`config.mk`:
```
export PLATFORM = sky130hd
export DESIGN_NAME = zynq_bridge_top
export DESIGN_NICKNAME = d
export VERILOG_FILES = /design/src/hdl/zynq_bridge_pkg.sv /design/src/hdl/csr_regs.sv /design/src/hdl/host_addr_xlate.sv /design/src/hdl/dram_remap.sv /design/src/hdl/mem_profiler.sv /design/src/hdl/csr_readback.sv /design/src/hdl/zynq_bridge_top.sv
export SDC_FILE = /design/constraint.sdc
export NUM_CORES = 1
export LEC_CHECK = 0
export BUFFER_PORTS_ARGS = -buffer_cell sky130_fd_sc_hd__buf_4
export CORE_MARGIN = 1
export CORE_UTILIZATION = 60
export CTS_BUF_LIST = sky130_fd_sc_hd__clkbuf_2 sky130_fd_sc_hd__clkbuf_4 sky130_fd_sc_hd__clkbuf_8
export DETAILED_ROUTE_END_ITERATION = 6
export GPL_TIMING_DRIVEN = 0
export PLACE_DENSITY = 0.84
export RECOVER_POWER = 50
export SETUP_SLACK_MARGIN = 0.1
export SLEW_MARGIN = 20
export SYNTH_ARGS = -nofsm -noshare
export SYNTH_HDL_FRONTEND = slang
export SYNTH_HIERARCHICAL = 1
export SYNTH_SLANG_ARGS = --single-unit
export TNS_END_PERCENT = 1
```
`constraint.sdc`:
```
create_clock -name aclk_i -period 7.3 [get_ports aclk_i]
set_clock_uncertainty 0.05 [all_clocks]
set_input_delay 0 -clock aclk_i [delete_from_list [all_inputs] [get_ports aclk_i]]
set_output_delay 0 -clock aclk_i [all_outputs]
set_load 0.05 [all_outputs]
```
`src/hdl/zynq_bridge_pkg.sv`:
```
`default_nettype none

package zynq_bridge_pkg;

   // basic widths
   typedef logic [31:0]  word_t;
   // the host window port drops the top two address bits
   typedef logic [29:0]  host_addr_t;
   typedef logic [31:0]  core_addr_t;
   typedef logic [31:0]  dram_addr_t;
   typedef logic [2:0]   reg_idx_t;
   typedef logic [6:0]   region_idx_t;
   typedef logic [127:0] region_map_t;

   // request from the host into the core window
   typedef struct packed {
      logic       valid;
      logic       write;
      host_addr_t addr;
      word_t      data;
   } host_req_t;

   // the same request after translation into core space
   typedef struct packed {
      logic       valid;
      logic       write;
      core_addr_t addr;
      word_t      data;
   } core_req_t;

   // host write strobe into the control registers
   typedef struct packed {
      logic     en;
      reg_idx_t idx;
      word_t    data;
   } csr_wr_t;

   // core DRAM starts here, so an XOR with it yields the offset
   localparam core_addr_t core_dram_base_lp = 32'h8000_0000;
   // 120 MiB upper bound on a DRAM offset
   localparam dram_addr_t dram_limit_lp = 32'h0780_0000;
   // regions are 8 MiB, indexed from address bits 29 down to 23
   localparam int region_msb_lp = 29;
   localparam int prof_words_lp = 4;

   localparam reg_idx_t reg_reset_lp = 3'd0;
   localparam reg_idx_t reg_alloc_lp = 3'd1;
   localparam reg_idx_t reg_base_lp  = 3'd2;
   localparam reg_idx_t reg_prof0_lp = 3'd3;

endpackage

`default_nettype wire

```
`src/hdl/csr_regs.sv`:
```
`timescale 1ns/100ps
`default_nettype none

module csr_regs
  (
   input  wire logic                      aclk_i,
   input  wire logic                      rst_n_i,
   input  wire zynq_bridge_pkg::csr_wr_t  csr_wr_i,
   output zynq_bridge_pkg::word_t         reset_reg_o,
   output zynq_bridge_pkg::word_t         alloc_reg_o,
   output zynq_bridge_pkg::word_t         base_reg_o,
   output logic                           core_rst_o
   );

   // host writes land at the next edge, unknown indices fall through
   always_ff @(posedge aclk_i or negedge rst_n_i)
   begin
      if (!rst_n_i)
      begin
         reset_reg_o <= '0;
         alloc_reg_o <= '0;
         base_reg_o  <= '0;
      end
      else if (csr_wr_i.en)
      begin
         case (csr_wr_i.idx)
            zynq_bridge_pkg::reg_reset_lp: reset_reg_o <= csr_wr_i.data;
            zynq_bridge_pkg::reg_alloc_lp: alloc_reg_o <= csr_wr_i.data;
            zynq_bridge_pkg::reg_base_lp:  base_reg_o  <= csr_wr_i.data;
            default:
            begin
            end
         endcase
      end
   end

   // the core is held in reset until the host sets bit 0 of register 0,
   // so a test run can be restarted without reloading the bitstream
   always_ff @(posedge aclk_i or negedge rst_n_i)
   begin
      if (!rst_n_i)
      begin
         core_rst_o <= 1'b1;
      end
      else
      begin
         core_rst_o <= ~reset_reg_o[0];
      end
   end

endmodule

`default_nettype wire

```
`src/hdl/host_addr_xlate.sv`:
```
`timescale 1ns/100ps
`default_nettype none

module host_addr_xlate
  (
   input  wire logic                        aclk_i,
   input  wire logic                        rst_n_i,
   input  wire zynq_bridge_pkg::host_req_t  host_req_i,
   output zynq_bridge_pkg::core_req_t       core_req_o
   );

   logic                        valid_q;
   logic                        write_q;
   zynq_bridge_pkg::core_addr_t addr_q;
   zynq_bridge_pkg::word_t      data_q;
   zynq_bridge_pkg::core_addr_t xlate_addr;

   // window 0x0000_0000 maps to core 0x8000_0000 (DRAM) and
   // window 0x2000_0000 maps to core 0x0000_0000 (local space)
   assign xlate_addr = {~host_req_i.addr[29], 3'b000, host_req_i.addr[27:0]};

   always_ff @(posedge aclk_i or negedge rst_n_i)
   begin
      if (!rst_n_i)
      begin
         valid_q <= 1'b0;
      end
      else
      begin
         valid_q <= host_req_i.valid;
      end
   end

   always_ff @(posedge aclk_i)
   begin
      if (host_req_i.valid)
      begin
         write_q <= host_req_i.write;
         addr_q  <= xlate_addr;
         data_q  <= host_req_i.data;
      end
   end

   assign core_req_o = '{valid: valid_q, write: write_q, addr: addr_q, data: data_q};

endmodule

`default_nettype wire

```
`src/hdl/dram_remap.sv`:
```
`timescale 1ns/100ps
`default_nettype none

module dram_remap
  (
   input  wire logic                         aclk_i,
   input  wire logic                         rst_n_i,
   input  wire logic                         dram_valid_i,
   input  wire zynq_bridge_pkg::core_addr_t  dram_addr_i,
   output logic                              dram_ready_o,
   input  wire zynq_bridge_pkg::word_t       base_i,
   output logic                              dram_valid_o,
   output zynq_bridge_pkg::dram_addr_t       dram_addr_o,
   input  wire logic                         dram_ready_i,
   output logic                              dram_range_err_o
   );

   logic                        out_valid_q;
   zynq_bridge_pkg::dram_addr_t out_addr_q;
   logic                        range_err_q;
   logic                        accept;
   zynq_bridge_pkg::dram_addr_t offset;

   // the stage takes a new beat when it is empty or its beat leaves this cycle
   assign dram_ready_o = ~out_valid_q | dram_ready_i;
   assign accept       = dram_valid_i & dram_ready_o;

   // XOR strips the core DRAM base, then the allocated PS buffer is added
   assign offset = dram_addr_i ^ zynq_bridge_pkg::core_dram_base_lp;

   always_ff @(posedge aclk_i or negedge rst_n_i)
   begin
      if (!rst_n_i)
      begin
         out_valid_q <= 1'b0;
      end
      else if (accept)
      begin
         out_valid_q <= 1'b1;
      end
      else if (dram_ready_i)
      begin
         out_valid_q <= 1'b0;
      end
   end

   // base is sampled at acceptance, so a later write to it cannot move a held beat
   always_ff @(posedge aclk_i)
   begin
      if (accept)
      begin
         out_addr_q  <= offset + base_i;
         range_err_q <= (offset >= zynq_bridge_pkg::dram_limit_lp);
      end
   end

   assign dram_valid_o     = out_valid_q;
   assign dram_addr_o      = out_addr_q;
   assign dram_range_err_o = out_valid_q & range_err_q;

endmodule

`default_nettype wire

```
`src/hdl/mem_profiler.sv`:
```
`timescale 1ns/100ps
`default_nettype none

module mem_profiler
  (
   input  wire logic                         aclk_i,
   input  wire logic                         rst_n_i,
   input  wire logic                         core_rst_i,
   input  wire logic                         hit_i,
   input  wire zynq_bridge_pkg::core_addr_t  hit_addr_i,
   output zynq_bridge_pkg::region_map_t      region_map_o
   );

   zynq_bridge_pkg::region_idx_t hit_region;

   // one bit per 8 MiB region shows how much memory a program touches
   assign hit_region =
      hit_addr_i[zynq_bridge_pkg::region_msb_lp -: $bits(zynq_bridge_pkg::region_idx_t)];

   always_ff @(posedge aclk_i or negedge rst_n_i)
   begin
      if (!rst_n_i)
      begin
         region_map_o <= '0;
      end
      else if (core_rst_i)
      begin
         // a fresh run starts with an empty map
         region_map_o <= '0;
      end
      else if (hit_i)
      begin
         region_map_o[hit_region] <= 1'b1;
      end
   end

endmodule

`default_nettype wire

```
`src/hdl/csr_readback.sv`:
```
`timescale 1ns/100ps
`default_nettype none

module csr_readback
  (
   input  wire logic                          aclk_i,
   input  wire logic                          rst_n_i,
   input  wire logic                          rd_en_i,
   input  wire zynq_bridge_pkg::reg_idx_t     rd_idx_i,
   input  wire zynq_bridge_pkg::word_t        reset_reg_i,
   input  wire zynq_bridge_pkg::word_t        alloc_reg_i,
   input  wire zynq_bridge_pkg::word_t        base_reg_i,
   input  wire zynq_bridge_pkg::region_map_t  region_map_i,
   output logic                               rd_valid_o,
   output zynq_bridge_pkg::word_t             rd_data_o
   );

   zynq_bridge_pkg::reg_idx_t prof_sel;
   zynq_bridge_pkg::word_t    rd_word;

   // profiler words follow the writable registers, lowest word first
   assign prof_sel = rd_idx_i - zynq_bridge_pkg::reg_prof0_lp;

   always_comb
   begin
      rd_word = '0;
      case (rd_idx_i)
         zynq_bridge_pkg::reg_reset_lp: rd_word = reset_reg_i;
         zynq_bridge_pkg::reg_alloc_lp: rd_word = alloc_reg_i;
         zynq_bridge_pkg::reg_base_lp:  rd_word = base_reg_i;
         default:
         begin
            // anything past the last profiler word reads as zero
            if (prof_sel < zynq_bridge_pkg::prof_words_lp)
            begin
               rd_word = region_map_i[prof_sel[1:0] * $bits(zynq_bridge_pkg::word_t) +:
                                      $bits(zynq_bridge_pkg::word_t)];
            end
         end
      endcase
   end

   always_ff @(posedge aclk_i or negedge rst_n_i)
   begin
      if (!rst_n_i)
      begin
         rd_valid_o <= 1'b0;
      end
      else
      begin
         rd_valid_o <= rd_en_i;
      end
   end

   always_ff @(posedge aclk_i)
   begin
      if (rd_en_i)
      begin
         rd_data_o <= rd_word;
      end
   end

endmodule

`default_nettype wire

```
`src/hdl/zynq_bridge_top.sv`:
```
`timescale 1ns/100ps
`default_nettype none

module zynq_bridge_top
  (
   input  wire logic                         aclk_i,
   input  wire logic                         rst_n_i,

   input  wire zynq_bridge_pkg::csr_wr_t     csr_wr_i,

   input  wire logic                         rd_en_i,
   input  wire zynq_bridge_pkg::reg_idx_t    rd_idx_i,
   output wire logic                         rd_valid_o,
   output wire zynq_bridge_pkg::word_t       rd_data_o,

   input  wire zynq_bridge_pkg::host_req_t   host_req_i,
   output wire zynq_bridge_pkg::core_req_t   core_req_o,

   input  wire logic                         dram_valid_i,
   input  wire zynq_bridge_pkg::core_addr_t  dram_addr_i,
   output wire logic                         dram_ready_o,
   output wire logic                         dram_valid_o,
   output wire zynq_bridge_pkg::dram_addr_t  dram_addr_o,
   input  wire logic                         dram_ready_i,
   output wire logic                         dram_range_err_o,

   output wire logic                         core_rst_o
   );

   zynq_bridge_pkg::word_t       reset_reg;
   zynq_bridge_pkg::word_t       alloc_reg;
   zynq_bridge_pkg::word_t       base_reg;
   zynq_bridge_pkg::region_map_t region_map;
   logic                         dram_hit;

   // host-side control registers
   csr_regs csr_regs_i
     (
      .aclk_i      (aclk_i),
      .rst_n_i     (rst_n_i),
      .csr_wr_i    (csr_wr_i),
      .reset_reg_o (reset_reg),
      .alloc_reg_o (alloc_reg),
      .base_reg_o  (base_reg),
      .core_rst_o  (core_rst_o)
      );

   host_addr_xlate host_addr_xlate_i
     (
      .aclk_i     (aclk_i),
      .rst_n_i    (rst_n_i),
      .host_req_i (host_req_i),
      .core_req_o (core_req_o)
      );

   dram_remap dram_remap_i
     (
      .aclk_i           (aclk_i),
      .rst_n_i          (rst_n_i),
      .dram_valid_i     (dram_valid_i),
      .dram_addr_i      (dram_addr_i),
      .dram_ready_o     (dram_ready_o),
      .base_i           (base_reg),
      .dram_valid_o     (dram_valid_o),
      .dram_addr_o      (dram_addr_o),
      .dram_ready_i     (dram_ready_i),
      .dram_range_err_o (dram_range_err_o)
      );

   // the profiler counts a region on each beat the remap stage accepts
   assign dram_hit = dram_valid_i & dram_ready_o;

   mem_profiler mem_profiler_i
     (
      .aclk_i       (aclk_i),
      .rst_n_i      (rst_n_i),
      .core_rst_i   (core_rst_o),
      .hit_i        (dram_hit),
      .hit_addr_i   (dram_addr_i),
      .region_map_o (region_map)
      );

   csr_readback csr_readback_i
     (
      .aclk_i       (aclk_i),
      .rst_n_i      (rst_n_i),
      .rd_en_i      (rd_en_i),
      .rd_idx_i     (rd_idx_i),
      .reset_reg_i  (reset_reg),
      .alloc_reg_i  (alloc_reg),
      .base_reg_i   (base_reg),
      .region_map_i (region_map),
      .rd_valid_o   (rd_valid_o),
      .rd_data_o    (rd_data_o)
      );

endmodule

`default_nettype wire

```
# == Word level (Yosys, flattened, before mapping) ==
# Cells that the tools add are included.
# word_totals
ff_bits,355
latchBits,0
mem_bits_rw,0
mem_bits_ro,0
input_bits,140
output_inout_bits,135
word_cells,49
memories,0
# classes
n_addsub,2
mul,0
div,0
magnitude_cmp,4
eq_ne,4
shift,1
n_mux,8
bitwise,8
reduce_logical,8
# ops
cell,count
128-bit two-way mux,2
128-bit OR,1
128-bit by 8-bit variable part select with 32-bit output,1
32-bit case mux with 3 select lines,1
32-bit adder,1
32-bit by 27-bit greater-or-equal comparator with 1-bit output (second input constant),1
32-bit two-way mux,1
7-bit by 8-bit < comparator with 1-bit output (second input constant),1
1-bit demux with 7-bit select,1
7-bit by 1-bit greater-or-equal comparator with 1-bit output (second input constant),1
3-bit by 1-bit == test with 1-bit output (second input constant),2
3-bit by 2-bit == test with 1-bit output (second input constant),2
3-bit logical NOT,2
2-bit AND reduction,3
1-bit NOT,4
2-bit nonzero test,2
3-bit < comparator (second input constant),1
1-bit two-way mux,3
3-bit by 2-bit subtractor with 3-bit output (second input constant),1
1-bit bitwise AND,2
1-bit logical AND,1
1-bit OR,1

# == Logic depth before layout (Yosys ltp) ==
# logic_depth
word_depth,7
mapped_depth,9
depth_no_buf,9

# == By module ==
# The synthesis kept the hierarchy.
# by_module_without_submodules
mod,n_inst,cells_each,area_per_inst_um2,seq_area_each_um2
mem_profiler,1,452,4976.0,3203.1
csr_regs,1,208,3852.4,2428.6
dram_remap,1,280,2825.2,1016.0
csr_readback,1,195,2778.9,985.9
host_addr_xlate,1,70,1931.9,1886.8
zynq_bridge_top,1,1,6.3,0.0

# == Worst setup path before layout ==
# Ideal clock, no wire load.
# synth_timing
kind,flip-flop to flip-flop
from,reg csr_regs_i.base_reg_o[0]
to,"reg dram_remap_i.out_addr_q[26], in the netlist dram_remap_i/dram_addr_o[26] (data pin)"
setup_ps,262
t_arrival_ps,2129
required_ps,6988
slack_ps,4859
stages_incl_launch_ff,10
n_path_buf,0
period_less_slack_ps,2441
cell_sequence,dfrtp_1 -> ha_1 -> fa_1 -> a21o_1 -> a31o_2 -> nand2_1 -> o221ai_2 -> a311oi_1 -> o21bai_1 -> xor2_1
# synth_between
elab_chain_cells,1
# synth_rtl
item,line,source
from (decl),csr_regs.sv:11,"output zynq_bridge_pkg::word_t base_reg_o,"
from (signal assigned),csr_regs.sv:29,zynq_bridge_pkg::reg_base_lp: base_reg_o <= csr_wr_i.data;
32-bit adder,dram_remap.sv:52,out_addr_q <= offset + base_i;
to (signal assigned),dram_remap.sv:52,
to (decl),dram_remap.sv:19,zynq_bridge_pkg::dram_addr_t out_addr_q;
# Every way passes these cells.
# A chain may end at the register's enable or synchronous reset.

==> impl_metrics.env <==
export IMPL_cp_top_family="buffers and inverters"
export IMPL_cts_sinks=355
export IMPL_yosys_warnings=6
export IMPL_grt_usage=0.3756
export IMPL_async_flop_share=0.6423
export IMPL_wl_per_cell_um=25.39
export IMPL_hold_path_class="in2reg"
export IMPL_grt_pass1_vias=13420
export IMPL_io_buffers=269
export IMPL_crit_buf_inv=4
export IMPL_clock_fmax_mhz=299.8
export IMPL_max_slew_margin=-1.388
export IMPL_path_clk_slew_ns=0.06
export IMPL_synth_seq_area_share=0.5815
export IMPL_end_kind="async pin"
export IMPL_die_h_um=167.2
export IMPL_drc_errors=0
export IMPL_cts_tree="yes"
export IMPL_cts_setup_buffers=0
export IMPL_nets=1852
export IMPL_initial_core_util=0.6091
export IMPL_p_total_mw=5.779
export IMPL_maxCapViolCount=3
export IMPL_wirelength_mm=52.37
export IMPL_grt_ovfl_total=0
export IMPL_ys_flop_type="dfrtp_1"
export IMPL_diodes=0
export IMPL_rows=60
export IMPL_vdd_drop_max_mv=0.1450
export IMPL_ant_nets=0
export IMPL_worstPathCellList="dlygate4sd3_1, dlygate4sd3_1, clkbuf_1, clkbuf_1"
export IMPL_h_tree_depth=2
export IMPL_leakage_nw=9.241
export IMPL_cp_data_required_time_ns=7.38
export IMPL_critPathLaunchType="input pin"
export IMPL_cts_buffers=55
export IMPL_powerDensity_nw_per_um2=271.5
export IMPL_core_area_um2=26880
export IMPL_drt_pass1_iter_count=6
export IMPL_detail_route_iter0_violations=1907
export IMPL_cp_slowest_stage_delay_ns=1.92
export IMPL_criticalPathCategory="in2async"
export IMPL_crit_slowest_cell="clkbuf_1"
export IMPL_synth_area_um2=16370
export IMPL_layout_min_cycle_time_ns=3.335
export IMPL_area_delta_synth_final_pct=30.01
export IMPL_status="finished, violations left"
export IMPL_place_area_um2=18890
export IMPL_rsz0062_at_grt="false"
export IMPL_grt_pass1_wl_mm=79.10
export IMPL_place_congestion=0.9123
export IMPL_period_share=0.4569
export IMPL_fin_tns_setup_ns=0
export IMPL_worst_slew_pin_transition_ns=3.581
export IMPL_vias_per_cell=6.333
export IMPL_syn_inst=1206
export IMPL_via_count=13070
export IMPL_antenna_found_initial=0
export IMPL_synth_area_per_cell_um2=13.57
export IMPL_clockRootBuffer="clkbuf_8"
export IMPL_final_cell_area_um2=21280
export IMPL_ctsHoldBuffers=140
export IMPL_synth_seq_cells=355
export IMPL_setup_ws_ns=3.965
export IMPL_grt_max_degree=96
export IMPL_violations="capacitance limit, slew limit"
export IMPL_dieArea_um2=27950
export IMPL_slew_viol_final=148
export IMPL_path_max_fanout=49
export IMPL_post_cts_resized=0
export IMPL_synth_distinct_cells=80
export IMPL_dieWidth_um=167.2
export IMPL_whs_ns=0.04998
export IMPL_synth_edff_count=127
export IMPL_cp_arrival_ns=3.41
export IMPL_ios=275
export IMPL_clk_latency_ns=0.60
export IMPL_clockBufferDepth=3
export IMPL_hpwlAfterDp_mm=31.71
export IMPL_setup_viol=0
export IMPL_drive_above_1_share=0.3391
export IMPL_preCtsSetupSlack_ns=4.473
export IMPL_finalHoldViolCount=0
[where the power goes]
group | switching, mW | internal [mW] | total, mW
Clock | 0.815 | 0.982 | 1.80
Combinational | 0.944 | 0.581 | 1.52
Sequential | 0.140 | 2.32 | 2.46
[cell usage after synthesis, types with 8 or more instances]
cell type  instances  area share
inv_1             14      0.0032
and4bb_2           9      0.0069
edfxtp_1         127        0.23
a21o_1            16      0.0073
dfrtp_1          227        0.35
mux4_2            32       0.044
a21oi_1          156       0.048
nand4_1            8      0.0031
clkinv_1          32      0.0073
mux2_4            39       0.036
nand2_1           21      0.0048
mux2_2            53       0.036
xnor2_1           12      0.0064
buf_4             15      0.0069
buf_6             28       0.019
o22ai_2           30       0.023
xor2_1            16      0.0086
o21ai_0            8      0.0024
nand3_1            8      0.0024
clkbuf_1          24      0.0055
nor2_1           137       0.031
buf_2             16      0.0049
a222oi_1          32       0.020
ha_1              35       0.027
[worst register-to-register path: cells and delay by family, from the launching register on]
kind                       cells  cell delay, ns
AOI/OAI and AO/OA              5            1.27
xor gates and xnor gates       1            0.17
and+or+nand+nor                1            0.14
adders and majority gates      2            0.67
DFF                            1            0.45
[final timing paths]
kind	endpoint	cells after the start	from	slack (ns)
max	mem_profiler_i/region_map_o[54]$_DFFE_PN0P_	4	rst_n_i	3.96
min	mem_profiler_i/region_map_o[38]$_DFFE_PN0P_	5	dram_addr_i[26]	0.05
max reg2reg	dram_remap_i/dram_addr_o[28]$_DFFE_PP_	9	csr_regs_i/base_reg_o[0]$_DFFE_PN0P_	4.30
min reg2reg	csr_regs_i/core_rst_o$_DFF_PN1_	1	csr_regs_i/reset_reg_o[0]$_DFFE_PN0P_	0.39
max in group aclk_i	host_addr_xlate_i/addr_q[18]$_DFFE_PP_	2	host_req_i[63]	4.29
min in group asynchronous	csr_regs_i/reset_reg_o[9]$_DFFE_PN0P_	4	rst_n_i	0.77
[cells in the final DEF (no fill, tap or decap), drive strengths merged, types with 5 or more instances in the layout]
master / instances
a21o: 18
a21oi: 156
a222oi: 32
a31oi: 5
and2: 5
and4b: 7
and4bb: 10
buf: 243
clkbuf: 204
clkinv: 48
dfrtp: 227
dlygate4sd3: 139
edfxtp: 127
ha: 35
inv: 14
mux2: 96
mux4: 32
nand2: 21
nand3: 9
nand4: 8
nor2: 137
nor4b: 6
o21ai: 17
o21bai: 5
o22ai: 34
xnor2: 12
xor2: 16
[registers in the layout (all words and copies together) (netlist names), 29 cells and up]
name / flops
mem_profiler_i/region_map_o: 128
host_addr_xlate_i/data_q: 32
csr_readback_i/rd_data_o: 32
csr_regs_i/reset_reg_o: 32
csr_regs_i/alloc_reg_o: 32
host_addr_xlate_i/addr_q: 29
dram_remap_i/dram_addr_o: 32
csr_regs_i/base_reg_o: 32
[cell type report]
type / count / area, µm²
clock buffers: 85 / 1045
clock inverters: 18 / 132.6
plain buffers: 93 / 679.4
flip-flops and latches: 355 / 9520
fillers: 1445 / 5592
multi-input cells: 714 / 5966
repair buffers: 411 / 3342
inverters: 46 / 172.7
well taps: 341 / 426.7
[kinds of logic (layout without fill, tap and decap cells)]
group | Yosys count | after routing | synth area share
XOR/XNOR | 28 | 28 | 0.01498
flip-flops | 355 | 355 | 0.5816
multiplexers | 130 | 130 | 0.1202
AO/OA/AOI/OAI | 289 | 289 | 0.1244
AND/OR/NAND/NOR | 228 | 228 | 0.07727
buffers and inverters | 139 | 653 | 0.05343
adder cells (fa/ha/maj) | 36 | 36 | 0.02797
other | 1 | 3 | 0.0002291
[metal layers]
metal / global-route usage / vias to the layer above / share of wire
li1: - / 5416 / -
met1: 0.4632 / 6424 / 0.36
met2: 0.6207 / 966 / 0.49
met3: 0.08461 / 259 / 0.097
met4: 0.2026 / 0 / 0.056
met5: 0 / - / 0
[through the flow]
step | utilization | instances
final | 0.7919 | 2063
after global routing | 0.7919 | 2063
after global placement | 0.7004 | 1818
after floorplan | - | 1208
after detailed placement | 0.7028 | 1820
after CTS | 0.7994 | 2063
Note: power is estimated with default switching activity, not from simulation.
